<file path="config.mk">
export PLATFORM = sky130hd
export DESIGN_NAME = median2_top
export DESIGN_NICKNAME = d
export VERILOG_FILES = /design/src/median_pkg.sv /design/src/common_network.sv /design/src/median_finisher.sv /design/src/pixel_pair_buffer.sv /design/src/median2_top.sv
export VERILOG_INCLUDE_DIRS = /design/src
export SDC_FILE = /design/constraint.sdc
export NUM_CORES = 1
export LEC_CHECK = 0
export ABC_CLOCK_PERIOD_IN_PS = 13120
export BUFFER_PORTS_ARGS = -buffer_cell sky130_fd_sc_hd__buf_2
export CORE_AREA = 2 2 155 309
export CTS_BUF_LIST = sky130_fd_sc_hd__clkbuf_8
export DETAILED_ROUTE_END_ITERATION = 6
export DIE_AREA = 0 0 157 311
export HOLD_SLACK_MARGIN = 0.08
export MAX_ROUTING_LAYER = met4
export SLEW_MARGIN = 5
export SYNTH_ARGS = -nofsm -noshare
export SYNTH_HDL_FRONTEND = slang
export SYNTH_SLANG_ARGS = --single-unit
export TNS_END_PERCENT = 5
</file>
<file path="constraint.sdc">
create_clock -name clk -period 13.12 [get_ports clk]
set_clock_uncertainty 0.05 [all_clocks]
set_input_delay 2.624 -clock clk [delete_from_list [all_inputs] [get_ports clk]]
set_output_delay 2.624 -clock clk [all_outputs]
set_load 0.02 [all_outputs]
</file>
<file path="src/median_config.svh">
`ifndef MEDIAN_CONFIG_SVH
`define MEDIAN_CONFIG_SVH

// bits per pixel
`define MEDIAN_DATA_WIDTH 8

// pair slots in the output buffer, also the upstream credits after reset
`define MEDIAN_FIFO_DEPTH 4

// credits held toward downstream after reset
`define MEDIAN_OUT_CREDITS 2

// register stages inside median_finisher
`define MEDIAN_FINISH_LATENCY 2

`endif

</file>
<file path="src/median_pkg.sv">
`include "median_config.svh"

package median_pkg;

    // one unsigned pixel
    typedef logic [`MEDIAN_DATA_WIDTH-1:0] pixel_t;

    // buffer fill level, 0 up to MEDIAN_FIFO_DEPTH
    typedef logic [$clog2(`MEDIAN_FIFO_DEPTH + 1)-1:0] slot_count_t;

    // output credit count, 0 up to MEDIAN_OUT_CREDITS
    typedef logic [$clog2(`MEDIAN_OUT_CREDITS + 1)-1:0] credit_count_t;

endpackage

</file>
<file path="src/common_network.sv">
`timescale 1ns/1ps
`include "median_config.svh"

module common_network
(
    input  logic               clk,
    input  logic               rst,
    input  logic               in_valid,
    input  median_pkg::pixel_t x2_y1,
    input  median_pkg::pixel_t x2_y0,
    input  median_pkg::pixel_t x2_ym1,
    input  median_pkg::pixel_t x1_y1,
    input  median_pkg::pixel_t x1_y0,
    input  median_pkg::pixel_t x1_ym1,
    input  median_pkg::pixel_t x0_y1,
    input  median_pkg::pixel_t x0_y0,
    input  median_pkg::pixel_t x0_ym1,
    input  median_pkg::pixel_t xm1_y1,
    input  median_pkg::pixel_t xm1_y0,
    input  median_pkg::pixel_t xm1_ym1,
    output logic               col_valid,
    output median_pkg::pixel_t c3l,
    output median_pkg::pixel_t c3m,
    output median_pkg::pixel_t c3h,
    output median_pkg::pixel_t c2l,
    output median_pkg::pixel_t c2m,
    output median_pkg::pixel_t c2h,
    output median_pkg::pixel_t c1l,
    output median_pkg::pixel_t c1m,
    output median_pkg::pixel_t c1h,
    output median_pkg::pixel_t c0l,
    output median_pkg::pixel_t c0m,
    output median_pkg::pixel_t c0h
);

    median_pkg::pixel_t row_top [4]; // y = 1
    median_pkg::pixel_t row_mid [4]; // y = 0
    median_pkg::pixel_t row_bot [4]; // y = -1

    median_pkg::pixel_t l1_hi [4];
    median_pkg::pixel_t l1_lo [4];
    median_pkg::pixel_t l2_hi [4];
    median_pkg::pixel_t l2_lo [4];
    median_pkg::pixel_t l3_hi [4];
    median_pkg::pixel_t l3_lo [4];

    median_pkg::pixel_t lo_q [4];
    median_pkg::pixel_t mid_q [4];
    median_pkg::pixel_t hi_q [4];

    // column 3 is x = 2, column 0 is x = -1
    assign row_top[3] = x2_y1;
    assign row_mid[3] = x2_y0;
    assign row_bot[3] = x2_ym1;
    assign row_top[2] = x1_y1;
    assign row_mid[2] = x1_y0;
    assign row_bot[2] = x1_ym1;
    assign row_top[1] = x0_y1;
    assign row_mid[1] = x0_y0;
    assign row_bot[1] = x0_ym1;
    assign row_top[0] = xm1_y1;
    assign row_mid[0] = xm1_y0;
    assign row_bot[0] = xm1_ym1;

    for (genvar col = 0; col < 4; col++)
    begin : g_col
        // sort top and mid rows
        node u_layer1
        (
            .data_a  (row_top[col]),
            .data_b  (row_mid[col]),
            .data_hi (l1_hi[col]),
            .data_lo (l1_lo[col])
        );

        // low of the pair against the bottom row gives the column minimum
        node u_layer2
        (
            .data_a  (l1_lo[col]),
            .data_b  (row_bot[col]),
            .data_hi (l2_hi[col]),
            .data_lo (l2_lo[col])
        );

        // remaining two sorted into mid and high
        node u_layer3
        (
            .data_a  (l1_hi[col]),
            .data_b  (l2_hi[col]),
            .data_hi (l3_hi[col]),
            .data_lo (l3_lo[col])
        );

        always_ff @(posedge clk)
        begin
            if (in_valid)
            begin
                lo_q[col]  <= l2_lo[col];
                mid_q[col] <= l3_lo[col];
                hi_q[col]  <= l3_hi[col];
            end
        end

        a_col_sorted: assert property (@(posedge clk) disable iff (rst)
            col_valid |-> (lo_q[col] <= mid_q[col] && mid_q[col] <= hi_q[col]));
    end

    always_ff @(posedge clk)
    begin
        if (rst)
            col_valid <= 1'b0;
        else
            col_valid <= in_valid; // data regs load on the same edge
    end

    assign c3l = lo_q[3];
    assign c3m = mid_q[3];
    assign c3h = hi_q[3];
    assign c2l = lo_q[2];
    assign c2m = mid_q[2];
    assign c2h = hi_q[2];
    assign c1l = lo_q[1];
    assign c1m = mid_q[1];
    assign c1h = hi_q[1];
    assign c0l = lo_q[0];
    assign c0m = mid_q[0];
    assign c0h = hi_q[0];

endmodule

module node
(
    input  median_pkg::pixel_t data_a,
    input  median_pkg::pixel_t data_b,
    output median_pkg::pixel_t data_hi,
    output median_pkg::pixel_t data_lo
);

    logic a_lower;

    always_comb
    begin
        a_lower = (data_a < data_b); // strict, so a tie sends data_b low
        if (a_lower)
        begin
            data_lo = data_a;
            data_hi = data_b;
        end
        else
        begin
            data_lo = data_b;
            data_hi = data_a;
        end
    end

endmodule

</file>
<file path="src/median_finisher.sv">
`timescale 1ns/1ps
`include "median_config.svh"

module median_finisher
(
    input  logic               clk,
    input  median_pkg::pixel_t hi_a,
    input  median_pkg::pixel_t hi_b,
    input  median_pkg::pixel_t hi_c,
    input  median_pkg::pixel_t mid_a,
    input  median_pkg::pixel_t mid_b,
    input  median_pkg::pixel_t mid_c,
    input  median_pkg::pixel_t lo_a,
    input  median_pkg::pixel_t lo_b,
    input  median_pkg::pixel_t lo_c,
    output median_pkg::pixel_t med
);

    median_pkg::pixel_t max_lo_q;
    median_pkg::pixel_t med_mid_q;
    median_pkg::pixel_t min_hi_q;

    function automatic median_pkg::pixel_t max3(input median_pkg::pixel_t a,
                                                input median_pkg::pixel_t b,
                                                input median_pkg::pixel_t c);
        median_pkg::pixel_t ab;
        ab = (a > b) ? a : b;
        return (ab > c) ? ab : c;
    endfunction

    function automatic median_pkg::pixel_t min3(input median_pkg::pixel_t a,
                                                input median_pkg::pixel_t b,
                                                input median_pkg::pixel_t c);
        median_pkg::pixel_t ab;
        ab = (a < b) ? a : b;
        return (ab < c) ? ab : c;
    endfunction

    // clamp c into the range spanned by a and b
    function automatic median_pkg::pixel_t med3(input median_pkg::pixel_t a,
                                                input median_pkg::pixel_t b,
                                                input median_pkg::pixel_t c);
        median_pkg::pixel_t lo_ab;
        median_pkg::pixel_t hi_ab;
        lo_ab = (a < b) ? a : b;
        hi_ab = (a < b) ? b : a;
        return (c < lo_ab) ? lo_ab : ((c > hi_ab) ? hi_ab : c);
    endfunction

    always_ff @(posedge clk)
    begin
        max_lo_q  <= max3(lo_a, lo_b, lo_c);    // stage one
        med_mid_q <= med3(mid_a, mid_b, mid_c);
        min_hi_q  <= min3(hi_a, hi_b, hi_c);
        med       <= med3(max_lo_q, med_mid_q, min_hi_q); // median of nine
    end

    // a swapped lo/hi hookup at the top shows up as unsorted columns here
    a_cols_sorted: assert property (@(posedge clk)
        !$isunknown({lo_a, lo_b, lo_c, mid_a, mid_b, mid_c, hi_a, hi_b, hi_c}) |->
        (lo_a <= mid_a && mid_a <= hi_a &&
         lo_b <= mid_b && mid_b <= hi_b &&
         lo_c <= mid_c && mid_c <= hi_c));

endmodule

</file>
<file path="src/pixel_pair_buffer.sv">
`timescale 1ns/1ps
`include "median_config.svh"

module pixel_pair_buffer
(
    input  logic               clk,
    input  logic               rst,
    input  logic               col_valid,
    input  median_pkg::pixel_t med_x0,
    input  median_pkg::pixel_t med_x1,
    input  logic               out_credit,
    output logic               out_valid,
    output logic               in_credit,
    output median_pkg::pixel_t out_pix0,
    output median_pkg::pixel_t out_pix1
);

    localparam int DEPTH = `MEDIAN_FIFO_DEPTH;
    localparam int LAT   = `MEDIAN_FINISH_LATENCY;
    localparam int PTR_W = $clog2(DEPTH);
    localparam median_pkg::slot_count_t   FULL_LEVEL   = `MEDIAN_FIFO_DEPTH;
    localparam median_pkg::credit_count_t CREDITS_INIT = `MEDIAN_OUT_CREDITS;

    logic [LAT-1:0] vld_pipe; // col_valid aligned with the finisher output
    logic           wr_en;
    logic           pop;

    median_pkg::pixel_t mem_pix0 [DEPTH];
    median_pkg::pixel_t mem_pix1 [DEPTH];

    logic [PTR_W-1:0] wr_ptr;
    logic [PTR_W-1:0] rd_ptr;

    median_pkg::slot_count_t   fill;
    median_pkg::credit_count_t credits;

    always_ff @(posedge clk)
    begin
        if (rst)
            vld_pipe <= '0;
        else
        begin
            vld_pipe[0] <= col_valid;
            for (int i = 1; i < LAT; i++)
                vld_pipe[i] <= vld_pipe[i-1];
        end
    end

    assign wr_en = vld_pipe[LAT-1];
    assign pop   = (fill != '0) && (credits != '0);

    always_ff @(posedge clk)
    begin
        if (wr_en)
        begin
            mem_pix0[wr_ptr] <= med_x0; // both medians land in one slot
            mem_pix1[wr_ptr] <= med_x1;
        end
    end

    always_ff @(posedge clk)
    begin
        if (rst)
        begin
            wr_ptr <= '0;
            rd_ptr <= '0;
            fill   <= '0;
        end
        else
        begin
            if (wr_en)
                wr_ptr <= (wr_ptr == PTR_W'(DEPTH - 1)) ? '0 : wr_ptr + 1'b1;
            if (pop)
                rd_ptr <= (rd_ptr == PTR_W'(DEPTH - 1)) ? '0 : rd_ptr + 1'b1;
            case ({wr_en, pop})
                2'b10:   fill <= fill + 1'b1;
                2'b01:   fill <= fill - 1'b1;
                default: fill <= fill;
            endcase
        end
    end

    always_ff @(posedge clk)
    begin
        if (rst)
            credits <= CREDITS_INIT;
        else // consume and return may coincide
            credits <= credits - median_pkg::credit_count_t'(pop)
                               + median_pkg::credit_count_t'(out_credit);
    end

    assign out_valid = pop;
    assign in_credit = pop; // slot freed, upstream gets a credit back
    assign out_pix0  = mem_pix0[rd_ptr];
    assign out_pix1  = mem_pix1[rd_ptr];

    // upstream credits bound everything in flight to the FIFO size
    a_no_overflow: assert property (@(posedge clk) disable iff (rst)
        wr_en |-> (fill != FULL_LEVEL));

    // downstream never returns more than it was given
    a_credit_bound: assert property (@(posedge clk) disable iff (rst)
        credits <= CREDITS_INIT);

endmodule

</file>
<file path="src/median2_top.sv">
`timescale 1ns/1ps
`include "median_config.svh"

module median2_top
(
    input  logic               clk,
    input  logic               rst,
    input  logic               in_valid,
    input  median_pkg::pixel_t x2_y1,
    input  median_pkg::pixel_t x2_y0,
    input  median_pkg::pixel_t x2_ym1,
    input  median_pkg::pixel_t x1_y1,
    input  median_pkg::pixel_t x1_y0,
    input  median_pkg::pixel_t x1_ym1,
    input  median_pkg::pixel_t x0_y1,
    input  median_pkg::pixel_t x0_y0,
    input  median_pkg::pixel_t x0_ym1,
    input  median_pkg::pixel_t xm1_y1,
    input  median_pkg::pixel_t xm1_y0,
    input  median_pkg::pixel_t xm1_ym1,
    output logic               in_credit,
    output logic               out_valid,
    output median_pkg::pixel_t out_pix0,
    output median_pkg::pixel_t out_pix1,
    input  logic               out_credit
);

    logic               col_valid;
    median_pkg::pixel_t c3l, c3m, c3h;
    median_pkg::pixel_t c2l, c2m, c2h;
    median_pkg::pixel_t c1l, c1m, c1h;
    median_pkg::pixel_t c0l, c0m, c0h;
    median_pkg::pixel_t med_x0;
    median_pkg::pixel_t med_x1;

    common_network u_net
    (
        .clk       (clk),
        .rst       (rst),
        .in_valid  (in_valid),
        .x2_y1     (x2_y1),
        .x2_y0     (x2_y0),
        .x2_ym1    (x2_ym1),
        .x1_y1     (x1_y1),
        .x1_y0     (x1_y0),
        .x1_ym1    (x1_ym1),
        .x0_y1     (x0_y1),
        .x0_y0     (x0_y0),
        .x0_ym1    (x0_ym1),
        .xm1_y1    (xm1_y1),
        .xm1_y0    (xm1_y0),
        .xm1_ym1   (xm1_ym1),
        .col_valid (col_valid),
        .c3l (c3l), .c3m (c3m), .c3h (c3h),
        .c2l (c2l), .c2m (c2m), .c2h (c2h),
        .c1l (c1l), .c1m (c1m), .c1h (c1h),
        .c0l (c0l), .c0m (c0m), .c0h (c0h)
    );

    // pixel at x = 1, columns x = 0..2
    median_finisher u_fin_x1
    (
        .clk   (clk),
        .hi_a  (c3h), .hi_b  (c2h), .hi_c  (c1h),
        .mid_a (c3m), .mid_b (c2m), .mid_c (c1m),
        .lo_a  (c3l), .lo_b  (c2l), .lo_c  (c1l),
        .med   (med_x1)
    );

    // pixel at x = 0, columns x = -1..1
    median_finisher u_fin_x0
    (
        .clk   (clk),
        .hi_a  (c2h), .hi_b  (c1h), .hi_c  (c0h),
        .mid_a (c2m), .mid_b (c1m), .mid_c (c0m),
        .lo_a  (c2l), .lo_b  (c1l), .lo_c  (c0l),
        .med   (med_x0)
    );

    pixel_pair_buffer u_buf
    (
        .clk        (clk),
        .rst        (rst),
        .col_valid  (col_valid),
        .med_x0     (med_x0),
        .med_x1     (med_x1),
        .out_credit (out_credit),
        .out_valid  (out_valid),
        .in_credit  (in_credit),
        .out_pix0   (out_pix0),
        .out_pix1   (out_pix1)
    );

endmodule

</file>
==> flow_metrics.py, run 1 <==
metrics = {
    "clock_tree": {
        "cts-resized-gates": 0,
        "cts_tree": "done",
        "clk-insertion-delay-late_ps": 570,
        "clkTransAtPathRegs_ps": 60,
        "hold_buffers": 0,
        "htreeDepth": 2,
        "cts-buffers-inserted": 39,
        "root_buffer": "clkbuf_8",
        "cts_sinks": 238,
        "cts_setup_buffers": 0,
        "cts_buffer_depth": 3,
    },
    "die": {
        "dieArea_mm2": 0.0488,
        "num_rows": 112,
        "fp.dieW_um": 157,
        "pin_count": 118,
        "design.core.area_mm2": 0.0464,
        "die_h_um": 311,
        "start_util_pct": 37.7,
    },
    "timing": {
        "hold_violations": 0,
        "tns_ps": 0,
        "tightest_slew_ps": 1200,
        "rsz0062_at_grt": "no",
        "maxSlewHeadroom_pct": 19.9,
        "finalWorstSetupSlack_ps": 4550,
        "slew_viol_final": 0,
        "fin_crit_ps": 8570,
        "setup_violations": 0,
        "fin_crit_sh_pct": 65.3,
        "fmax_ghz": 0.117,
    },
    "logic_synthesis": {
        "netlist_area_mm2": 0.0175,
        "yosys.area.top_type_share_pct": 27.5,
        "ys_ff_latch": 238,
        "syn_nets": 2138,
        "netlist_instances": 1797,
        "ys.flop_type": "edfxtp_1",
        "yosysSeqAreaShare_pct": 36.4,
        "yosys.area.top_type": "edfxtp_1",
        "synth_edf_count": 160,
        "syn_avg_cell_area_um2": 9.73,
        "synthTopCellsByArea": "edfxtp_1 27%, ha_1 17%, dfxtp_1 8.9%, mux2i_1 7.4%, a21oi_1 4.4%",
        "yosysWarnings": 0,
        "synthArstFlopShare_pct": 0,
        "synth.distinct_cells": 78,
    },
    "drt": {
        "wirelength_um": 42600,
        "vias": 13100,
        "first_iter_violations": 680,
        "wl_per_cell_um": 16.7,
        "ant_nets": 0,
        "vias_per_cell": 5.14,
        "firstDrtPassIters": 5,
        "drcViolationCount": 0,
    },
    "place": {
        "place_area_mm2": 0.0186,
        "globalplace.congestion": 0.934,
        "hpwl_um": 34700,
        "dp_slack_ps": 4000,
        "numPortBuffers": 117,
    },
    "worst_setup_path": {
        "required_ps": 13320,
        "cp_max_fo": 27,
        "reg2regPathDepth": 18,
        "worst_setup_path_start_kind": "input pin",
        "critPathArrivalTime_ps": 8770,
        "crit_chain": "buf_2, inv_1, ha_1, a21o_1, a31oi_1, o21ai_1, o41a_1, mux2_2, ha_1, o21ai_0, a221oi_1, a211o_1, o31a_1, mux2i_1, ha_1, a21o_1, a21oi_1, o22ai_1, nor2_1, o21a_1, a21oi_1, a21oi_2, mux2i_1",
        "r2r_start": "u_net.lo_q[2][1]$_DFFE_PP_",
        "end_kind": "flop",
        "cpMostUsedCell": "ha_1",
        "slowest_delay_ps": 790,
        "reg2reg_to": "u_fin_x1.max_lo_q[4]$_DFF_P_",
        "ff2ff_setup_slack_ps": 8430,
        "crit_path_start": "x2_y0[2]",
        "critPathKind": "in2reg",
        "endpoint": "u_net.hi_q[3][4]$_DFFE_PP_",
        "crit_path_top_delay_cell": "o41a_1",
    },
    "global_route": {
        "grt_start_max_net_pins": 59,
        "grt.busiest_layer": "met2",
        "gr-usage-met3_pct": 2.08,
        "grt_overflow": 0,
        "grt_util_met2_pct": 29.9,
        "grt_first_pass_wirelength_um": 67500,
        "met1_usage_pct": 21.6,
        "grt_antenna_before_repair": 2,
        "grtUsageTotal_pct": 17.9,
        "grt_pass1_vias": 12900,
    },
    "pwr": {
        "leakage_nw": 8.95,
        "ir_drop_uv": 170,
        "power_density_mw_per_mm2": 249,
    },
    "min_path": {
        "whs_path_depth": 1,
        "worstHoldPathType": "reg2reg",
    },
    "finish": {
        "fillers": 4556,
        "area_growth_pct": 11.4,
        "postLayoutCellArea_mm2": 0.0195,
        "drive_gt1_share_pct": 14.6,
        "final_core_util_pct": 42.0,
        "finalNetCount": 2242,
    },
    "status": {
        "status": "finished, final reports clean",
    },
    "flow_run": {
        "drv_cap": 0,
    },
}
## kinds of logic (layout without fill, tap and decap cells)
logic type / count (synthesis) / in the layout / synth area share, %
compound gates: 445 / 445 / 16.2
buf+inv: 254 / 389 / 5.93
simple gates: 422 / 422 / 11.4
other cells: 0 / 1 / 0
mux: 193 / 193 / 12.5
flops: 238 / 238 / 36.4
fa+ha+maj: 241 / 241 / 17.3
xor+xnor: 4 / 4 / 0.200
## registers in the layout (all words and copies together), names as in the netlist, 32 cells and up, named ones only
signal / count
u_net.mid_q: 32
u_net.hi_q: 32
u_net.lo_q: 32
u_buf.mem_pix0: 32
u_buf.mem_pix1: 32
## synth_stat cells, types with 5 or more instances
library cell and n:
ha_1 240, inv_1 194, edfxtp_1 160, a21oi_1 152, nor2_1 140, mux2i_1 129, nand2_1 103, o21ai_0 91
dfxtp_1 78, a21o_1 57, mux2_2 47, nand3_1 37, a31oi_1 35, nor2b_1 34, clkbuf_1 27, o21a_1 25
nand4_1 22, nand2b_1 19, or2_2 17, mux4_2 16, buf_2 15, a211oi_1 13, and2_1 12, nor3_1 11
and3_1 8, o21ai_1 8, buf_4 7, o211ai_1 7, a211o_1 6, nor4_1 6, buf_1 5, buf_6 5
o41a_1 5
## worst min-delay path by stage
stage	from	to	slack (ps)
global placement	u_net.col_valid$_SDFF_PP0_	u_buf.vld_pipe[0]$_SDFF_PP0_	370
global route	u_net.col_valid$_SDFF_PP0_	u_buf.vld_pipe[0]$_SDFF_PP0_	390
detailed placement	u_net.col_valid$_SDFF_PP0_	u_buf.vld_pipe[0]$_SDFF_PP0_	370
floorplan	u_net.col_valid$_SDFF_PP0_	u_buf.vld_pipe[0]$_SDFF_PP0_	360
CTS	u_net.col_valid$_SDFF_PP0_	u_buf.vld_pipe[0]$_SDFF_PP0_	390
finish	u_net.col_valid$_SDFF_PP0_	u_buf.vld_pipe[0]$_SDFF_PP0_	390
## routing by layer
layer | up-vias | share of wire, %
li1 | 6754 | -
met1 | 6020 | 44
met2 | 285 | 48
met3 | 88 | 3.5
met4 | 0 | 4.9
met5 | - | 0
## critical path, delay by kind of cell
kind,cells,cell delay [ps]
adder cells (fa/ha/maj),3,890
AND/OR/NAND/NOR,1,130
multiplexers,3,1070
AO/OA/AOI/OAI,14,3900
buffers and inverters,2,150
## where the power goes
| part | total, mW | switching [mW] | leakage, nW | internal [mW] |
|---|---|---|---|---|
| registers | 1.31 | 0.230 | 2.17 | 1.08 |
| clock network | 0.703 | 0.308 | 0.480 | 0.395 |
| logic | 2.83 | 1.61 | 6.30 | 1.22 |
## final cells by class
cell class	instances	area, um2	area share (%)
Antenna cell	1	2.50	0.0129
Tap cell	627	785	4.03
Timing Repair Buffer	123	633	3.25
Inverter	194	728	3.74
Sequential cell	238	6370	32.7
Clock buffer	48	661	3.39
Multi-Input combinational cell	1305	10100	51.8
Clock inverter	24	203	1.04
## metrics by stage
| stage | hold WS (ps) | power [mW] | instances |
|---|---|---|---|
| detailed placement | 374 | 4.15 | 2487 |
| global route | 391 | 5.32 | 2560 |
| global placement | 372 | 4.11 | 2487 |
| CTS | 387 | 4.88 | 2559 |
| finish | 385 | 4.84 | 2560 |
| floorplan | 364 | 3.47 | 1797 |
## layout by cell type (no fill, tap or decap), drive strengths merged, types with 34 or more instances in the layout
master / n
a21o: 57
nor2b: 34
nand3: 37
nand2: 103
edfxtp: 160
clkbuf: 48
inv: 205
a21oi: 154
a31oi: 37
mux2i: 129
ha: 240
buf: 123
mux2: 48
o21ai: 99
nor2: 140
dfxtp: 78
Power figures use the tool's default switching activity.
==> run 2: changes to the inputs <==
ABC_CLOCK_PERIOD_IN_PS = 7200   (was 13120)
clock period = 7.2 ns   (was 13.12 ns; I/O delays follow)
==> run 2 against run 1 <==
Effect of this change: clock power increased by 79%; critical path type unchanged; core utilization increased by 0.28 points; sequential power increased by 82%; first-iteration DRC count increased by 10%; die area unchanged; hold slack improved by 4.7 ps; register-to-register slack got worse by 5900 ps; critical path depth decreased by 2; largest cell class unchanged; count of clock-buffer cells in the layout decreased by 3; global-route usage increased by 0.067 points; via count increased by 0.62%.
==> flow_metrics.py, run 2 (synthesized netlist as in run 1, its figures left out) <==
metrics = {
    "place": {
        "place_area_mm2": 0.0188,
        "dpl.cell_count": 2506,
        "hpwl_um": 34800,
        "dp_slack_ps": 182,
        "numPortBuffers": 117,
        "globalplace.congestion": 0.893,
    },
    "die": {
        "pin_count": 118,
        "die_h_um": 311,
        "start_util_pct": 37.7,
        "design.core.area_mm2": 0.0464,
        "dieArea_mm2": 0.0488,
        "fp.dieW_um": 157,
        "num_rows": 112,
    },
    "drt": {
        "wl_met3_um": 1460,
        "highest_layer": "met4",
        "firstDrtPassIters": 5,
        "vias_per_cell": 5.14,
        "wl_met2_um": 20900,
        "wl_met1_um": 18200,
        "wirelength_um": 42600,
        "vias": 13200,
        "first_iter_violations": 749,
        "ant_nets": 0,
        "drcViolationCount": 0,
        "wl_per_cell_um": 16.5,
    },
    "clock_tree": {
        "cts_setup_buffers": 0,
        "clk-insertion-delay-late_ps": 570,
        "hold_buffers": 0,
        "clkTransAtPathRegs_ps": 70,
        "cts-buffers-inserted": 38,
        "cts_tree": "done",
        "root_buffer": "clkbuf_8",
        "cts_sinks": 238,
        "cts_buffer_depth": 3,
        "cts-resized-gates": 0,
        "htreeDepth": 2,
    },
    "finish": {
        "finalNetCount": 2260,
        "area_growth_pct": 12.1,
        "postLayoutCellArea_mm2": 0.0196,
        "multi_input_area_mm2": 0.0101,
        "final_core_util_pct": 42.3,
        "final_cell_mix": "240 x ha_1, 206 x inv_1, 160 x edfxtp_1",
        "layout.cells.non_filler": 2575,
        "fillers": 4526,
        "final_common_cell": "ha_1",
        "seq_area_mm2": 0.00637,
        "diodes": 0,
        "drive_gt1_share_pct": 15.1,
    },
    "worst_setup_path": {
        "critPathArrivalTime_ps": 6660,
        "crit_path_top_delay_cell": "a31oi_2",
        "cp_max_fo": 25,
        "crit_chain": "buf_2, inv_1, ha_1, a21oi_1, o21ai_0, a21oi_2, buf_4, o21ai_0, ha_1, a211oi_1, o211ai_1, o22ai_1, a31o_2, buf_4, o21ai_0, ha_1, a21o_1, a221o_1, nor2_1, a31oi_2, a21oi_1",
        "required_ps": 7360,
        "slowest_delay_ps": 1000,
        "crit_family": "compound AO/OA/AOI/OAI gates",
        "worst_setup_path_start_kind": "input pin",
        "critPathKind": "in2reg",
        "end_kind": "flop",
        "path_buf_inv": 4,
    },
    "global_route": {
        "grt_pass1_vias": 13000,
        "grt_overflow": 0,
        "grtUsageTotal_pct": 18.0,
        "grt_antenna_before_repair": 0,
        "grt_first_pass_wirelength_um": 67500,
        "grt_start_max_net_pins": 74,
    },
    "pwr": {
        "power_density_mw_per_mm2": 450,
        "power_mw": 8.83,
        "ir_drop_uv": 248,
        "leakage_nw": 9.03,
    },
    "min_path": {
        "worstHoldPathType": "reg2reg",
    },
    "flow_run": {
        "drv_cap": 0,
    },
    "timing": {
        "holdWs_ps": 390,
        "rsz0062_at_grt": "no",
        "tns_ps": 0,
        "fin_crit_ps": 6500,
        "setup_violations": 0,
        "hold_violations": 0,
        "fin_crit_sh_pct": 90.3,
        "tightest_slew_ps": 1250,
        "finalWorstSetupSlack_ps": 696,
        "fmax_ghz": 0.154,
        "slew_viol_final": 0,
        "maxSlewHeadroom_pct": 16.6,
    },
    "status": {
        "status": "finished, final reports clean",
    },
}
run 2: layout make-up:
type                       count  share of cell area [%]
sequential                   238                    32.5
inverter                     194                    3.72
timing repair buffer         142                    4.02
clock inverter                24                    1.13
tap                          627                    4.00
clock buffer                  45                    3.16
multi-input combinational   1305                    51.5
run 2: per-layer routing:
layer,GRT usage [%],vias to the layer above
li1,-,6784
met1,21.1,6079
met2,30.8,277
met3,2.05,88
met4,7.67,0
met5,-,-
run 2: path summary, 6_finish.rpt:
| path | slack (ps) | cells past startpoint | to | from |
|---|---|---|---|---|
| min reg2reg | 390 | 1 | u_buf.vld_pipe[1]$_SDFF_PP0_ | u_buf.vld_pipe[0]$_SDFF_PP0_ |
| max | 700 | 21 | u_net.mid_q[2][5]$_DFFE_PP_ | x1_y0[5] |
| max reg2reg | 2490 | 18 | u_fin_x1.max_lo_q[0]$_DFF_P_ | u_net.lo_q[2][1]$_DFFE_PP_ |
| min | 390 | 1 | u_buf.vld_pipe[1]$_SDFF_PP0_ | u_buf.vld_pipe[0]$_SDFF_PP0_ |
run 2: where the power goes:
| part | internal, mW | total, mW | switching (mW) |
|---|---|---|---|
| clock | 0.718 | 1.26 | 0.542 |
| combinational | 2.24 | 5.18 | 2.93 |
| sequential | 1.98 | 2.39 | 0.417 |
